`config.mk`:
```
export PLATFORM = sky130hd
export DESIGN_NAME = hazard_detector
export DESIGN_NICKNAME = d
export VERILOG_FILES = /design/src/design/hazard_pkg.sv /design/src/design/dep_tracker.sv /design/src/design/hazard_detector.sv /design/src/design/hazard_resolve.sv /design/src/design/int_scoreboard.sv
export SDC_FILE = /design/constraint.sdc
export NUM_CORES = 1
export LEC_CHECK = 0
export BUFFER_PORTS_ARGS = -buffer_cell sky130_fd_sc_hd__buf_2
export CORE_MARGIN = 8
export CORE_UTILIZATION = 57
export DETAILED_ROUTE_END_ITERATION = 10
export HOLD_SLACK_MARGIN = 0.05
export PLACE_DENSITY = 0.79
export SETUP_SLACK_MARGIN = 0.15
export SYNTH_ARGS = -nofsm -noshare
export SYNTH_HDL_FRONTEND = slang
export SYNTH_HIERARCHICAL = 1
export SYNTH_SLANG_ARGS = --single-unit
export TNS_END_PERCENT = 1
```
`constraint.sdc`:
```
create_clock -name clk_i -period 2.9 [get_ports clk_i]
set_input_delay 0.58 -clock clk_i [delete_from_list [all_inputs] [get_ports clk_i]]
set_output_delay 0.58 -clock clk_i [all_outputs]
set_load 0.02 [all_outputs]
```
`src/design/hazard_pkg.sv`:
```
// Shared types and constants for the issue-stage hazard detector.
// Blocks take what they need by scoped names, e.g. hazard_pkg::reg_addr_t.
// Pipe class codes tell the dependency tracker which execute stage
// first forwards a result.

package hazard_pkg;

  // integer register number, register 0 never causes a hazard
  localparam int REG_ADDR_W = 5;
  typedef logic [REG_ADDR_W-1:0] reg_addr_t;

  // execution pipe of a dispatched instruction
  localparam int PIPE_CLASS_W = 3;
  typedef logic [PIPE_CLASS_W-1:0] pipe_class_t;

  localparam pipe_class_t PIPE_CTL       = 3'd0;
  localparam pipe_class_t PIPE_INT       = 3'd1;
  localparam pipe_class_t PIPE_AUX       = 3'd2;
  localparam pipe_class_t PIPE_MEM_EARLY = 3'd3;
  localparam pipe_class_t PIPE_MEM_FINAL = 3'd4;
  localparam pipe_class_t PIPE_MUL       = 3'd5;
  // long latency, result comes back through the scoreboard
  localparam pipe_class_t PIPE_LONG      = 3'd6;

  // first execute stage index at which the result can be forwarded
  localparam int FWD_W = 2;
  typedef logic [FWD_W-1:0] fwd_stage_t;

  localparam fwd_stage_t FWD_EX0 = 2'd0;
  localparam fwd_stage_t FWD_EX1 = 2'd1;
  localparam fwd_stage_t FWD_EX2 = 2'd2;

  // default number of tracked execute stages
  localparam int DEP_DEPTH_DEFAULT = 3;

  // scoreboard entries, one per integer register
  localparam int NUM_REGS = 32;

endpackage

```
`src/design/dep_tracker.sv`:
```
// Dependency tracker for the execute stages.
// Decodes the instruction dispatched this cycle into a record (valid,
// memory op, register write, rd and forwarding stage) and shifts the
// records down a chain of dep_depth_p stages, one stage per clock edge.
// A cycle without a dispatch loads an empty record into stage 0.

`timescale 1ns/1ps

module dep_tracker
  #(parameter int dep_depth_p = hazard_pkg::DEP_DEPTH_DEFAULT)
  (input                                              clk_i
   , input                                            rst_i
   , input                                            disp_v_i
   , input  hazard_pkg::pipe_class_t                  disp_class_i
   , input                                            disp_rd_w_i
   , input  hazard_pkg::reg_addr_t                    disp_rd_i
   , input                                            disp_mem_i
   , output logic [dep_depth_p-1:0]                   stage_v_o
   , output logic [dep_depth_p-1:0]                   stage_mem_o
   , output logic [dep_depth_p-1:0]                   stage_rd_w_o
   , output logic [dep_depth_p*hazard_pkg::REG_ADDR_W-1:0] stage_rd_o
   , output logic [dep_depth_p*hazard_pkg::FWD_W-1:0] stage_fwd_o
   );

  hazard_pkg::fwd_stage_t rec_fwd;

  logic [dep_depth_p-1:0] v_r;
  logic [dep_depth_p-1:0] mem_r;
  logic [dep_depth_p-1:0] rd_w_r;
  hazard_pkg::reg_addr_t  rd_r  [dep_depth_p];
  hazard_pkg::fwd_stage_t fwd_r [dep_depth_p];

  // forwarding stage by pipe class
  always_comb
  begin
    case (disp_class_i)
      hazard_pkg::PIPE_AUX, hazard_pkg::PIPE_MEM_EARLY: rec_fwd = hazard_pkg::FWD_EX1;
      hazard_pkg::PIPE_MEM_FINAL, hazard_pkg::PIPE_MUL: rec_fwd = hazard_pkg::FWD_EX2;
      // ctl and int forward from ex0, long waits in the scoreboard
      default: rec_fwd = hazard_pkg::FWD_EX0;
    endcase
  end

  // control bits of the record chain
  always_ff @(posedge clk_i)
  begin
    if (rst_i)
    begin
      v_r    <= '0;
      mem_r  <= '0;
      rd_w_r <= '0;
    end
    else
    begin
      v_r[0]    <= disp_v_i;
      mem_r[0]  <= disp_v_i & disp_mem_i;
      rd_w_r[0] <= disp_v_i & disp_rd_w_i;
      for (int i = 1; i < dep_depth_p; i++)
      begin
        v_r[i]    <= v_r[i-1];
        mem_r[i]  <= mem_r[i-1];
        rd_w_r[i] <= rd_w_r[i-1];
      end
    end
  end

  // register and forwarding fields, only meaningful while the stage is valid
  always_ff @(posedge clk_i)
  begin
    rd_r[0]  <= disp_v_i ? disp_rd_i : '0;
    fwd_r[0] <= disp_v_i ? rec_fwd : hazard_pkg::FWD_EX0;
    for (int i = 1; i < dep_depth_p; i++)
    begin
      rd_r[i]  <= rd_r[i-1];
      fwd_r[i] <= fwd_r[i-1];
    end
  end

  assign stage_v_o    = v_r;
  assign stage_mem_o  = mem_r;
  assign stage_rd_w_o = rd_w_r;

  // flatten the per-stage fields for the resolve block
  always_comb
  begin
    for (int i = 0; i < dep_depth_p; i++)
    begin
      stage_rd_o[i*hazard_pkg::REG_ADDR_W +: hazard_pkg::REG_ADDR_W] = rd_r[i];
      stage_fwd_o[i*hazard_pkg::FWD_W +: hazard_pkg::FWD_W]          = fwd_r[i];
    end
  end

endmodule

```
`src/design/hazard_detector.sv`:
```
// Top level of the issue-stage hazard detector.
// Tracks the instructions in execute stages 1 to dep_depth_p, scores
// late integer write-backs and decides each cycle whether the waiting
// instruction may dispatch. Outputs are combinational from the inputs
// and the internal stage and scoreboard state.

`timescale 1ns/1ps

module hazard_detector
  #(parameter int dep_depth_p = hazard_pkg::DEP_DEPTH_DEFAULT)
  (input                                clk_i
   , input                              rst_i
   // instruction waiting to issue
   , input                              issue_rs1_v_i
   , input                              issue_rs2_v_i
   , input                              issue_rd_v_i
   , input  hazard_pkg::reg_addr_t      issue_rs1_i
   , input  hazard_pkg::reg_addr_t      issue_rs2_i
   , input  hazard_pkg::reg_addr_t      issue_rd_i
   , input                              issue_fence_i
   , input                              issue_mem_i
   , input                              issue_csr_i
   , input                              issue_long_i
   // instruction entering stage 0
   , input                              disp_v_i
   , input  hazard_pkg::pipe_class_t    disp_class_i
   , input                              disp_rd_w_i
   , input  hazard_pkg::reg_addr_t      disp_rd_i
   , input                              disp_mem_i
   // late write-back
   , input                              late_wb_v_i
   , input  hazard_pkg::reg_addr_t      late_wb_rd_i
   // status levels
   , input                              cmd_full_i
   , input                              credits_full_i
   , input                              credits_empty_i
   , input                              idiv_ready_i
   , input                              mem_ready_i
   , input                              ptw_busy_i
   , input                              irq_pending_i
   , output logic                       dispatch_v_o
   , output logic                       interrupt_v_o
   );

  logic [dep_depth_p-1:0]                        stage_v;
  logic [dep_depth_p-1:0]                        stage_mem;
  logic [dep_depth_p-1:0]                        stage_rd_w;
  logic [dep_depth_p*hazard_pkg::REG_ADDR_W-1:0] stage_rd;
  logic [dep_depth_p*hazard_pkg::FWD_W-1:0]      stage_fwd;
  logic                                          rs1_pend, rs2_pend, rd_pend;

  dep_tracker #(.dep_depth_p(dep_depth_p)) dep_tracker_inst
    (.clk_i          (clk_i)
     , .rst_i        (rst_i)
     , .disp_v_i     (disp_v_i)
     , .disp_class_i (disp_class_i)
     , .disp_rd_w_i  (disp_rd_w_i)
     , .disp_rd_i    (disp_rd_i)
     , .disp_mem_i   (disp_mem_i)
     , .stage_v_o    (stage_v)
     , .stage_mem_o  (stage_mem)
     , .stage_rd_w_o (stage_rd_w)
     , .stage_rd_o   (stage_rd)
     , .stage_fwd_o  (stage_fwd)
     );

  int_scoreboard int_scoreboard_inst
    (.clk_i          (clk_i)
     , .rst_i        (rst_i)
     , .disp_v_i     (disp_v_i)
     , .disp_class_i (disp_class_i)
     , .disp_rd_w_i  (disp_rd_w_i)
     , .disp_rd_i    (disp_rd_i)
     , .late_wb_v_i  (late_wb_v_i)
     , .late_wb_rd_i (late_wb_rd_i)
     , .issue_rs1_i  (issue_rs1_i)
     , .issue_rs2_i  (issue_rs2_i)
     , .issue_rd_i   (issue_rd_i)
     , .rs1_pend_o   (rs1_pend)
     , .rs2_pend_o   (rs2_pend)
     , .rd_pend_o    (rd_pend)
     );

  hazard_resolve #(.dep_depth_p(dep_depth_p)) hazard_resolve_inst
    (.issue_rs1_v_i     (issue_rs1_v_i)
     , .issue_rs2_v_i   (issue_rs2_v_i)
     , .issue_rd_v_i    (issue_rd_v_i)
     , .issue_rs1_i     (issue_rs1_i)
     , .issue_rs2_i     (issue_rs2_i)
     , .issue_rd_i      (issue_rd_i)
     , .issue_fence_i   (issue_fence_i)
     , .issue_mem_i     (issue_mem_i)
     , .issue_csr_i     (issue_csr_i)
     , .issue_long_i    (issue_long_i)
     , .stage_v_i       (stage_v)
     , .stage_mem_i     (stage_mem)
     , .stage_rd_w_i    (stage_rd_w)
     , .stage_rd_i      (stage_rd)
     , .stage_fwd_i     (stage_fwd)
     , .rs1_pend_i      (rs1_pend)
     , .rs2_pend_i      (rs2_pend)
     , .rd_pend_i       (rd_pend)
     , .cmd_full_i      (cmd_full_i)
     , .credits_full_i  (credits_full_i)
     , .credits_empty_i (credits_empty_i)
     , .idiv_ready_i    (idiv_ready_i)
     , .mem_ready_i     (mem_ready_i)
     , .ptw_busy_i      (ptw_busy_i)
     , .irq_pending_i   (irq_pending_i)
     , .dispatch_v_o    (dispatch_v_o)
     , .interrupt_v_o   (interrupt_v_o)
     );

endmodule

```
`src/design/hazard_resolve.sv`:
```
// Dispatch decision for the instruction waiting to issue.
// Combines data hazards (stage records and scoreboard), control hazards
// (fence, memory credits, CSR and long serialization) and structural
// hazards into dispatch_v_o. Purely combinational.
// Also gates the interrupt request while a page walk is busy.

`timescale 1ns/1ps

module hazard_resolve
  #(parameter int dep_depth_p = hazard_pkg::DEP_DEPTH_DEFAULT)
  (input                                                   issue_rs1_v_i
   , input                                                 issue_rs2_v_i
   , input                                                 issue_rd_v_i
   , input  hazard_pkg::reg_addr_t                         issue_rs1_i
   , input  hazard_pkg::reg_addr_t                         issue_rs2_i
   , input  hazard_pkg::reg_addr_t                         issue_rd_i
   , input                                                 issue_fence_i
   , input                                                 issue_mem_i
   , input                                                 issue_csr_i
   , input                                                 issue_long_i
   , input  [dep_depth_p-1:0]                              stage_v_i
   , input  [dep_depth_p-1:0]                              stage_mem_i
   , input  [dep_depth_p-1:0]                              stage_rd_w_i
   , input  [dep_depth_p*hazard_pkg::REG_ADDR_W-1:0]       stage_rd_i
   , input  [dep_depth_p*hazard_pkg::FWD_W-1:0]            stage_fwd_i
   , input                                                 rs1_pend_i
   , input                                                 rs2_pend_i
   , input                                                 rd_pend_i
   , input                                                 cmd_full_i
   , input                                                 credits_full_i
   , input                                                 credits_empty_i
   , input                                                 idiv_ready_i
   , input                                                 mem_ready_i
   , input                                                 ptw_busy_i
   , input                                                 irq_pending_i
   , output logic                                          dispatch_v_o
   , output logic                                          interrupt_v_o
   );

  logic [dep_depth_p-1:0] stage_blk;
  logic [dep_depth_p-1:0] rs1_hit;
  logic [dep_depth_p-1:0] rs2_hit;

  logic rs1_haz, rs2_haz, rd_waw_haz;
  logic mem_in_pipe, pipe_busy;
  logic fence_haz, credit_haz, serial_haz;
  logic data_haz, control_haz, struct_haz;

  // a writing stage blocks readers until it reaches its forwarding stage
  for (genvar i = 0; i < dep_depth_p; i++)
  begin : g_stage
    hazard_pkg::reg_addr_t  st_rd;
    hazard_pkg::fwd_stage_t st_fwd;

    assign st_rd  = stage_rd_i[i*hazard_pkg::REG_ADDR_W +: hazard_pkg::REG_ADDR_W];
    assign st_fwd = stage_fwd_i[i*hazard_pkg::FWD_W +: hazard_pkg::FWD_W];

    assign stage_blk[i] = stage_v_i[i] & stage_rd_w_i[i] & (int'(st_fwd) > i);
    assign rs1_hit[i]   = stage_blk[i] & (st_rd == issue_rs1_i);
    assign rs2_hit[i]   = stage_blk[i] & (st_rd == issue_rs2_i);
  end

  // raw against the stages or the scoreboard, waw against the scoreboard
  assign rs1_haz    = issue_rs1_v_i & (issue_rs1_i != '0) & ((|rs1_hit) | rs1_pend_i);
  assign rs2_haz    = issue_rs2_v_i & (issue_rs2_i != '0) & ((|rs2_hit) | rs2_pend_i);
  assign rd_waw_haz = issue_rd_v_i & (issue_rd_i != '0) & rd_pend_i;
  assign data_haz   = rs1_haz | rs2_haz | rd_waw_haz;

  assign mem_in_pipe = |stage_mem_i;
  assign pipe_busy   = |stage_v_i;

  // fence drains memory, csr and long wait for an empty pipe
  assign fence_haz   = issue_fence_i & (~credits_empty_i | mem_in_pipe | ~mem_ready_i);
  assign credit_haz  = issue_mem_i & credits_full_i;
  assign serial_haz  = (issue_csr_i | issue_long_i) & pipe_busy;
  assign control_haz = fence_haz | credit_haz | serial_haz;

  assign struct_haz = ptw_busy_i
                      | cmd_full_i
                      | (issue_mem_i & ~mem_ready_i)
                      | (issue_long_i & ~idiv_ready_i);

  assign dispatch_v_o  = ~(data_haz | control_haz | struct_haz);
  assign interrupt_v_o = irq_pending_i & ~ptw_busy_i;

endmodule

```
`src/design/int_scoreboard.sv`:
```
// Integer scoreboard for late write-backs such as divides.
// A valid long-class dispatch that writes a register sets its pending
// bit; a late write-back clears it. Both take effect after the next edge,
// and a score beats a clear of the same register in the same cycle.
// The pending bits of the three issue registers are read out directly.

`timescale 1ns/1ps

module int_scoreboard
  (input                                clk_i
   , input                              rst_i
   , input                              disp_v_i
   , input  hazard_pkg::pipe_class_t    disp_class_i
   , input                              disp_rd_w_i
   , input  hazard_pkg::reg_addr_t      disp_rd_i
   , input                              late_wb_v_i
   , input  hazard_pkg::reg_addr_t      late_wb_rd_i
   , input  hazard_pkg::reg_addr_t      issue_rs1_i
   , input  hazard_pkg::reg_addr_t      issue_rs2_i
   , input  hazard_pkg::reg_addr_t      issue_rd_i
   , output logic                       rs1_pend_o
   , output logic                       rs2_pend_o
   , output logic                       rd_pend_o
   );

  logic [hazard_pkg::NUM_REGS-1:0] pend_r;
  logic                            score_v;

  assign score_v = disp_v_i & disp_rd_w_i & (disp_class_i == hazard_pkg::PIPE_LONG);

  always_ff @(posedge clk_i)
  begin
    if (rst_i)
    begin
      pend_r <= '0;
    end
    else
    begin
      if (late_wb_v_i)
        pend_r[late_wb_rd_i] <= 1'b0;
      // last assignment wins, so a same-cycle score keeps the bit set
      if (score_v)
        pend_r[disp_rd_i] <= 1'b1;
    end
  end

  assign rs1_pend_o = pend_r[issue_rs1_i];
  assign rs2_pend_o = pend_r[issue_rs2_i];
  assign rd_pend_o  = pend_r[issue_rd_i];

endmodule

```
; Yosys cells after proc, flatten, opt, wreduce, memory -nomap -nowiden
; Memories as Yosys holds them, arrays and structs flattened.
; Cells that the tools add are included.
; Widths: inputs -> output; s select.
[word_totals]
mem_bits_rw = 21
reg_bits = 41
elab_cells = 103
n_memories = 2
output_inout_bits = 2
inputBits = 48
[memory_table]
columns = name, depth, width, read_ports, rd_clocked_by_memory_dff, write_ports, line_no
row1 = dep_tracker_inst.rd_r, 3, 5, 3, 0, 3, dep_tracker.sv:30  ; hazard_pkg::reg_addr_t rd_r [dep_depth_p];
row2 = dep_tracker_inst.fwd_r, 3, 2, 3, 0, 3, dep_tracker.sv:31  ; hazard_pkg::fwd_stage_t fwd_r [dep_depth_p];
[classes]
n_mux = 16
reduce_logical = 11
magnitude_cmp = 10
bitwise = 49
n_eq_ne = 11
[op_table]
columns = operator, count
row1 = $mux 32, 3
row2 = $and 32x32->32, 1
row3 = $not 32->32, 1
row4 = $or 32x32->32, 1
row5 = $eq 5x5->1, 6
row6 = $lt 5x6->1 const B, 5
row7 = $and 1x1->1, 27
row8 = $bmux 1 s5, 3
row9 = $reduce_bool 5->1, 3
row10 = $or 1x1->1, 14
row11 = $reduce_or 3->1, 4
row12 = $demux 1 s5, 2
row13 = $ge 5x1->1 const B, 2
row14 = $eq 3x3->1 const B, 3
row15 = $eq 3x2->1 const B, 2
row16 = $mux 1, 5
row17 = $mux 5, 1
row18 = $not 1->1, 5
row19 = $gt 2x1->1 const B, 2
row20 = $pmux 2 s2, 1
row21 = $reduce_or 2->1, 2
row22 = $gt 2x2->1 const B, 1
row23 = $logic_and 1x1->1, 2
row24 = $mux 2, 1

; Depth between registers and ports, before layout
[depth]
word_depth = 11
depth_mapped = 10
mapped_depth_nobuf = 8

; Cells and area by module
; The synthesis kept the hierarchy.
[by_module_without_submodules]
columns = module, seq_area_each_um2, area_per_inst_um2, instances, cells_per_inst
row1 = int_scoreboard, 640.6, 2318.5, 1, 291
row2 = dep_tracker, 600.6, 730.7, 1, 46
row3 = hazard_resolve, 0.0, 475.5, 1, 63

; Least setup slack after synthesis
; OpenSTA, ideal clock, no wires.
[synth_timing]
path_kind = input to output
startpoint = in issue_rd_i[1]
endpoint = out dispatch_v_o
path_stages = 10
path_slack_ns = 0.056
t_arrival_ns = 2.264
path_buffers = 2
required_time_ns = 2.320
path_cell_list = buf_6 -> buf_12 -> mux2i_1 -> a22oi_1 -> nand3_1 -> nand2_1 -> a311o_1 -> o211ai_2 -> nand4_1 -> a2111oi_2
[synth_between]
elab_chain_len = 7
word_cells_on_any_way = 9
cone_classes = mux (2) / bitwise (6) / reduce/logical (1)
[synth_lines]
columns = item, line_no
row1 = "start, declared", hazard_detector.sv:19  ; , input hazard_pkg::reg_addr_t issue_rd_i
row2 = $bmux 1 s5, int_scoreboard.sv:49  ; assign rd_pend_o = pend_r[issue_rd_i];
row3 = $mux 1 (not written as such), int_scoreboard.sv:49
row4 = via rd_pend, hazard_detector.sv:50  ; logic rs1_pend, rs2_pend, rd_pend;
row5 = $and 1x1->1, hazard_resolve.sv:66  ; assign rd_waw_haz = issue_rd_v_i & (issue_rd_i != '0) & rd_pend_i;
row6 = $or 1x1->1, hazard_resolve.sv:67  ; assign data_haz = rs1_haz | rs2_haz | rd_waw_haz;
row7 = $or 1x1->1 (2 in a row), hazard_resolve.sv:83  ; assign dispatch_v_o = ~(data_haz | control_haz | struct_haz);
row8 = $not 1->1, hazard_resolve.sv:83
row9 = "end, declared", hazard_detector.sv:41  ; , output logic dispatch_v_o
; The timed path passes the listed nets, and every way through them passes these cells. The select of a mux whose other input is x is not followed.

; Final worst setup path
; Ends and elaborated chain as after synthesis.

==> flow_summary.json <==
{
  "root_buffer": "clkbuf_8",
  "setup_violations": 1,
  "cts_tree": "done",
  "drc_errors": 0,
  "slew_headroom": 0.542,
  "leakagePower_nw": 1.70,
  "synth-adder-area-share": 0,
  "synth_mux_area_frac": 0.136,
  "ys_seq_elements": 62,
  "core-area_um2": 5960,
  "grt_pass1_vias": 3322,
  "crit_type": "input pin to primary output",
  "port-buffer-count": 49,
  "htree_levels": 3,
  "finalCriticalPeriod_ps": 2960,
  "io_pins": 50,
  "synth_nets": 448,
  "clk_pin_slew_worst_paths_ps": 70,
  "rr_worst_depth": 2,
  "swShare": 0.260,
  "drv_cap": 0,
  "crit_path_max_fanout": 14,
  "p_sw_mw": 0.525,
  "yosysWarnings": 6,
  "antenna_found_initial": 0,
  "synth_top_family_by_area": "simple AND/OR/NAND/NOR gates",
  "hpwl_um": 7360,
  "hp-class": "flop to flop",
  "async_flop_share": 0,
  "viasPerCell": 6.38,
  "core.rowCount": 28,
  "clockPowerShare": 0.416,
  "end_kind": "primary output",
  "clk_latency_ps": 340,
  "netlist_instances": 400,
  "grt_pass1_wl_um": 16500,
  "hold_depth": 0,
  "antenna_left": 0,
  "cp_cell_sequence": "buf_12, buf_4, mux2i_1, a22oi_1, a311o_1, o211ai_2, nand4_1, a2111oi_4, buf_4",
  "drt-total-wl_um": 10900,
  "vias": 3472,
  "first_pass_iters": 6,
  "r2r_setup_slack_ps": 2040,
  "clock_sinks": 62,
  "synthXorXnorAreaFrac": 0.0745,
  "cts_made_buffers": 9,
  "hp-start": "dep_tracker_inst/fwd_r[0][2]",
  "whs_endpoint": "dep_tracker_inst/fwd_r[0][4]",
  "synth_area_um2": 3520,
  "areaGrowthSynthToFinish_pct": 22.7,
  "comb_power_share": 0.144,
  "cpLargestDelayFamily": "compound AO/OA/AOI/OAI gates",
  "fmax_ghz": 0.338,
  "worst_slack_ps": -59.3,
  "violations": "setup timing",
  "worstMarginPinSlew_ps": 687,
  "gr-total-overflow": 0,
  "fp.dieH_um": 94.6,
  "arrival_ps": 2380,
  "post-route-period-util": 1.02,
  "power_density_nw_per_um2": 467,
  "layout.nets": 512,
  "max-vdd-ir-drop_uv": 538,
  "place_ws_ps": -281,
  "clock_path_buffers": 2,
  "critPathSlowestCell": "a311o_1",
  "drt_iter0_drc": 294,
  "p_int_mw": 1.50,
  "worstPathRequired_ps": 2320,
  "hold_violations": 0,
  "crit_path_start_kind": "input pin",
  "grt_usage": 0.235,
  "fp.dieW_um": 94.6,
  "slew_viol_final": 0,
  "rsz0062_at_grt": "yes",
  "ys_dominant_reg_cell": "dfxtp_1",
  "grt_start_max_net_pins": 42,
  "start_util": 0.592,
  "synth_edf_count": 0,
  "cp_num_buf_inv": 3,
  "antennaDiodeCount": 0,
  "r2r_start": "int_scoreboard_inst/pend_r[9]",
  "synthSimpleGateAreaFrac": 0.231,
  "cpPeakStageDelay_ps": 350,
  "yosysSeqAreaShare": 0.352,
  "status": "finished with violations",
  "place_congestion": 0.966,
  "p_seq_frac": 0.440,
  "syn_avg_cell_area_um2": 8.81,
  "timing.setup.tns_ps": -59.3,
  "drive_above_1_share": 0.264,
  "synth_compound_gate_area_share": 0.170,
  "crit_top_cell": "buf_4",
  "r2r_end": "int_scoreboard_inst/pend_r[9]",
  "ys_types": 46,
  "routedWlPerCell_um": 20.0,
  "fin_skew_ps": 7.18,
  "dieArea_um2": 8960
}
-- kinds of logic after synthesis --
group	Yosys count
xor+xnor	30
buf+inv	14
mux	48
simple gates	143
flops	62
compound gates	103
-- power by group through the flow --
stage	clock network, mW	logic [mW]	registers (mW)
global placement	0	0.241	0.905
detailed placement	0	0.247	0.906
CTS	0.847	0.266	0.887
finish	0.841	0.291	0.888
global route	0.888	0.312	0.889
floorplan	0	0.156	0.901
-- per-layer routing --
metal,wire length [µm],global-route usage,vias to the layer above
met4,374,0.121,0
li1,-,-,1583
met2,4980,0.353,213
met3,1100,0.0476,42
met1,4440,0.311,1634
met5,0,0,-
-- area by class of cell --
| cell class | count | area, µm² |
|---|---|---|
| clock inverter | 7 | 97.6 |
| tap | 75 | 93.8 |
| fill | 458 | 1630 |
| inverter | 2 | 7.51 |
| clock buffer | 9 | 124 |
| sequential | 62 | 1240 |
| multi-input combinational | 324 | 2280 |
| timing repair buffer | 65 | 484 |
-- cells in the final DEF (no fill, tap or decap), types with 12 or more instances in the layout --
cell type / Yosys / routed
dfxtp_1: 62 / 62
nand2_1: 50 / 50
mux2i_1: 48 / 43
buf_2: 0 / 42
a21oi_1: 41 / 41
o21ai_0: 28 / 28
xor2_1: 18 / 18
nand3_1: 16 / 16
buf_4: 1 / 16
xnor2_1: 12 / 12
-- worst max path at each step --
stage                              startpoint      endpoint  slack, ps  cells after the start
6_report                        issue_rd_i[1]  dispatch_v_o        -60                      9
3_3_place_gp                   issue_rs2_i[1]  dispatch_v_o       -200                     10
3_5_place_dp                    issue_rd_i[1]  dispatch_v_o       -280                      9
2_1_floorplan                   issue_rd_i[1]  dispatch_v_o        170                     10
5_1_grt        int_scoreboard_inst/pend_r[11]  dispatch_v_o        -80                      9
4_1_cts                        issue_rs1_i[2]  dispatch_v_o        -20                     10
-- through the flow --
step                       util  hold slack (ps)  area, µm²  instances  total power, mW
final                     0.726              333       4320        544             2.02
after global routing      0.726              335       4320        544             2.09
after CTS                 0.705              334       4200        542             2.00
after detailed placement  0.647              316       3850        525             1.15
after global placement    0.647              314       3850        525             1.15
after floorplan               -              310       3540        400             1.06
-- state kept, by name (all words and copies together), names as in the netlist --
signal	count
dep_tracker_inst/stage_mem_o	3
int_scoreboard_inst/pend_r	32
dep_tracker_inst/stage_rd_w_o	3
dep_tracker_inst/fwd_r	6
dep_tracker_inst/stage_v_o	3
dep_tracker_inst/rd_r	15
-- repair_timing --
item	4_1_cts	5_1_grt
resized for setup	29	21
pin swaps	9	17
gates cloned	1	1
buffers inserted	0	1
setup endpoints to repair	1	1
hold endpoints to repair	0	0
hold buffers	0	0
-- cell usage after synthesis (5+ instances only) --
cell type	n	area [µm²]
dfxtp_1	62	1240
nand2_1	50	188
mux2i_1	48	480
a21oi_1	41	205
o21ai_0	28	140
xor2_1	18	158
nand3_1	16	80.1
a22oi_1	12	90.1
xnor2_1	12	105
and2_1	8	50.1
nor2_1	8	30.0
and2b_2	7	61.3
o21ai_1	7	35.0
nor4_1	6	37.5
clkbuf_1	5	18.8
nand3b_1	5	37.5
nor2b_1	5	31.3
-- worst reg2reg max path, cell delays in order, from the launching register on --
cell and delay (ps):
dfxtp_1 500, o21ai_0 140, a21oi_1 160
(Power assumes the default switching activity.)
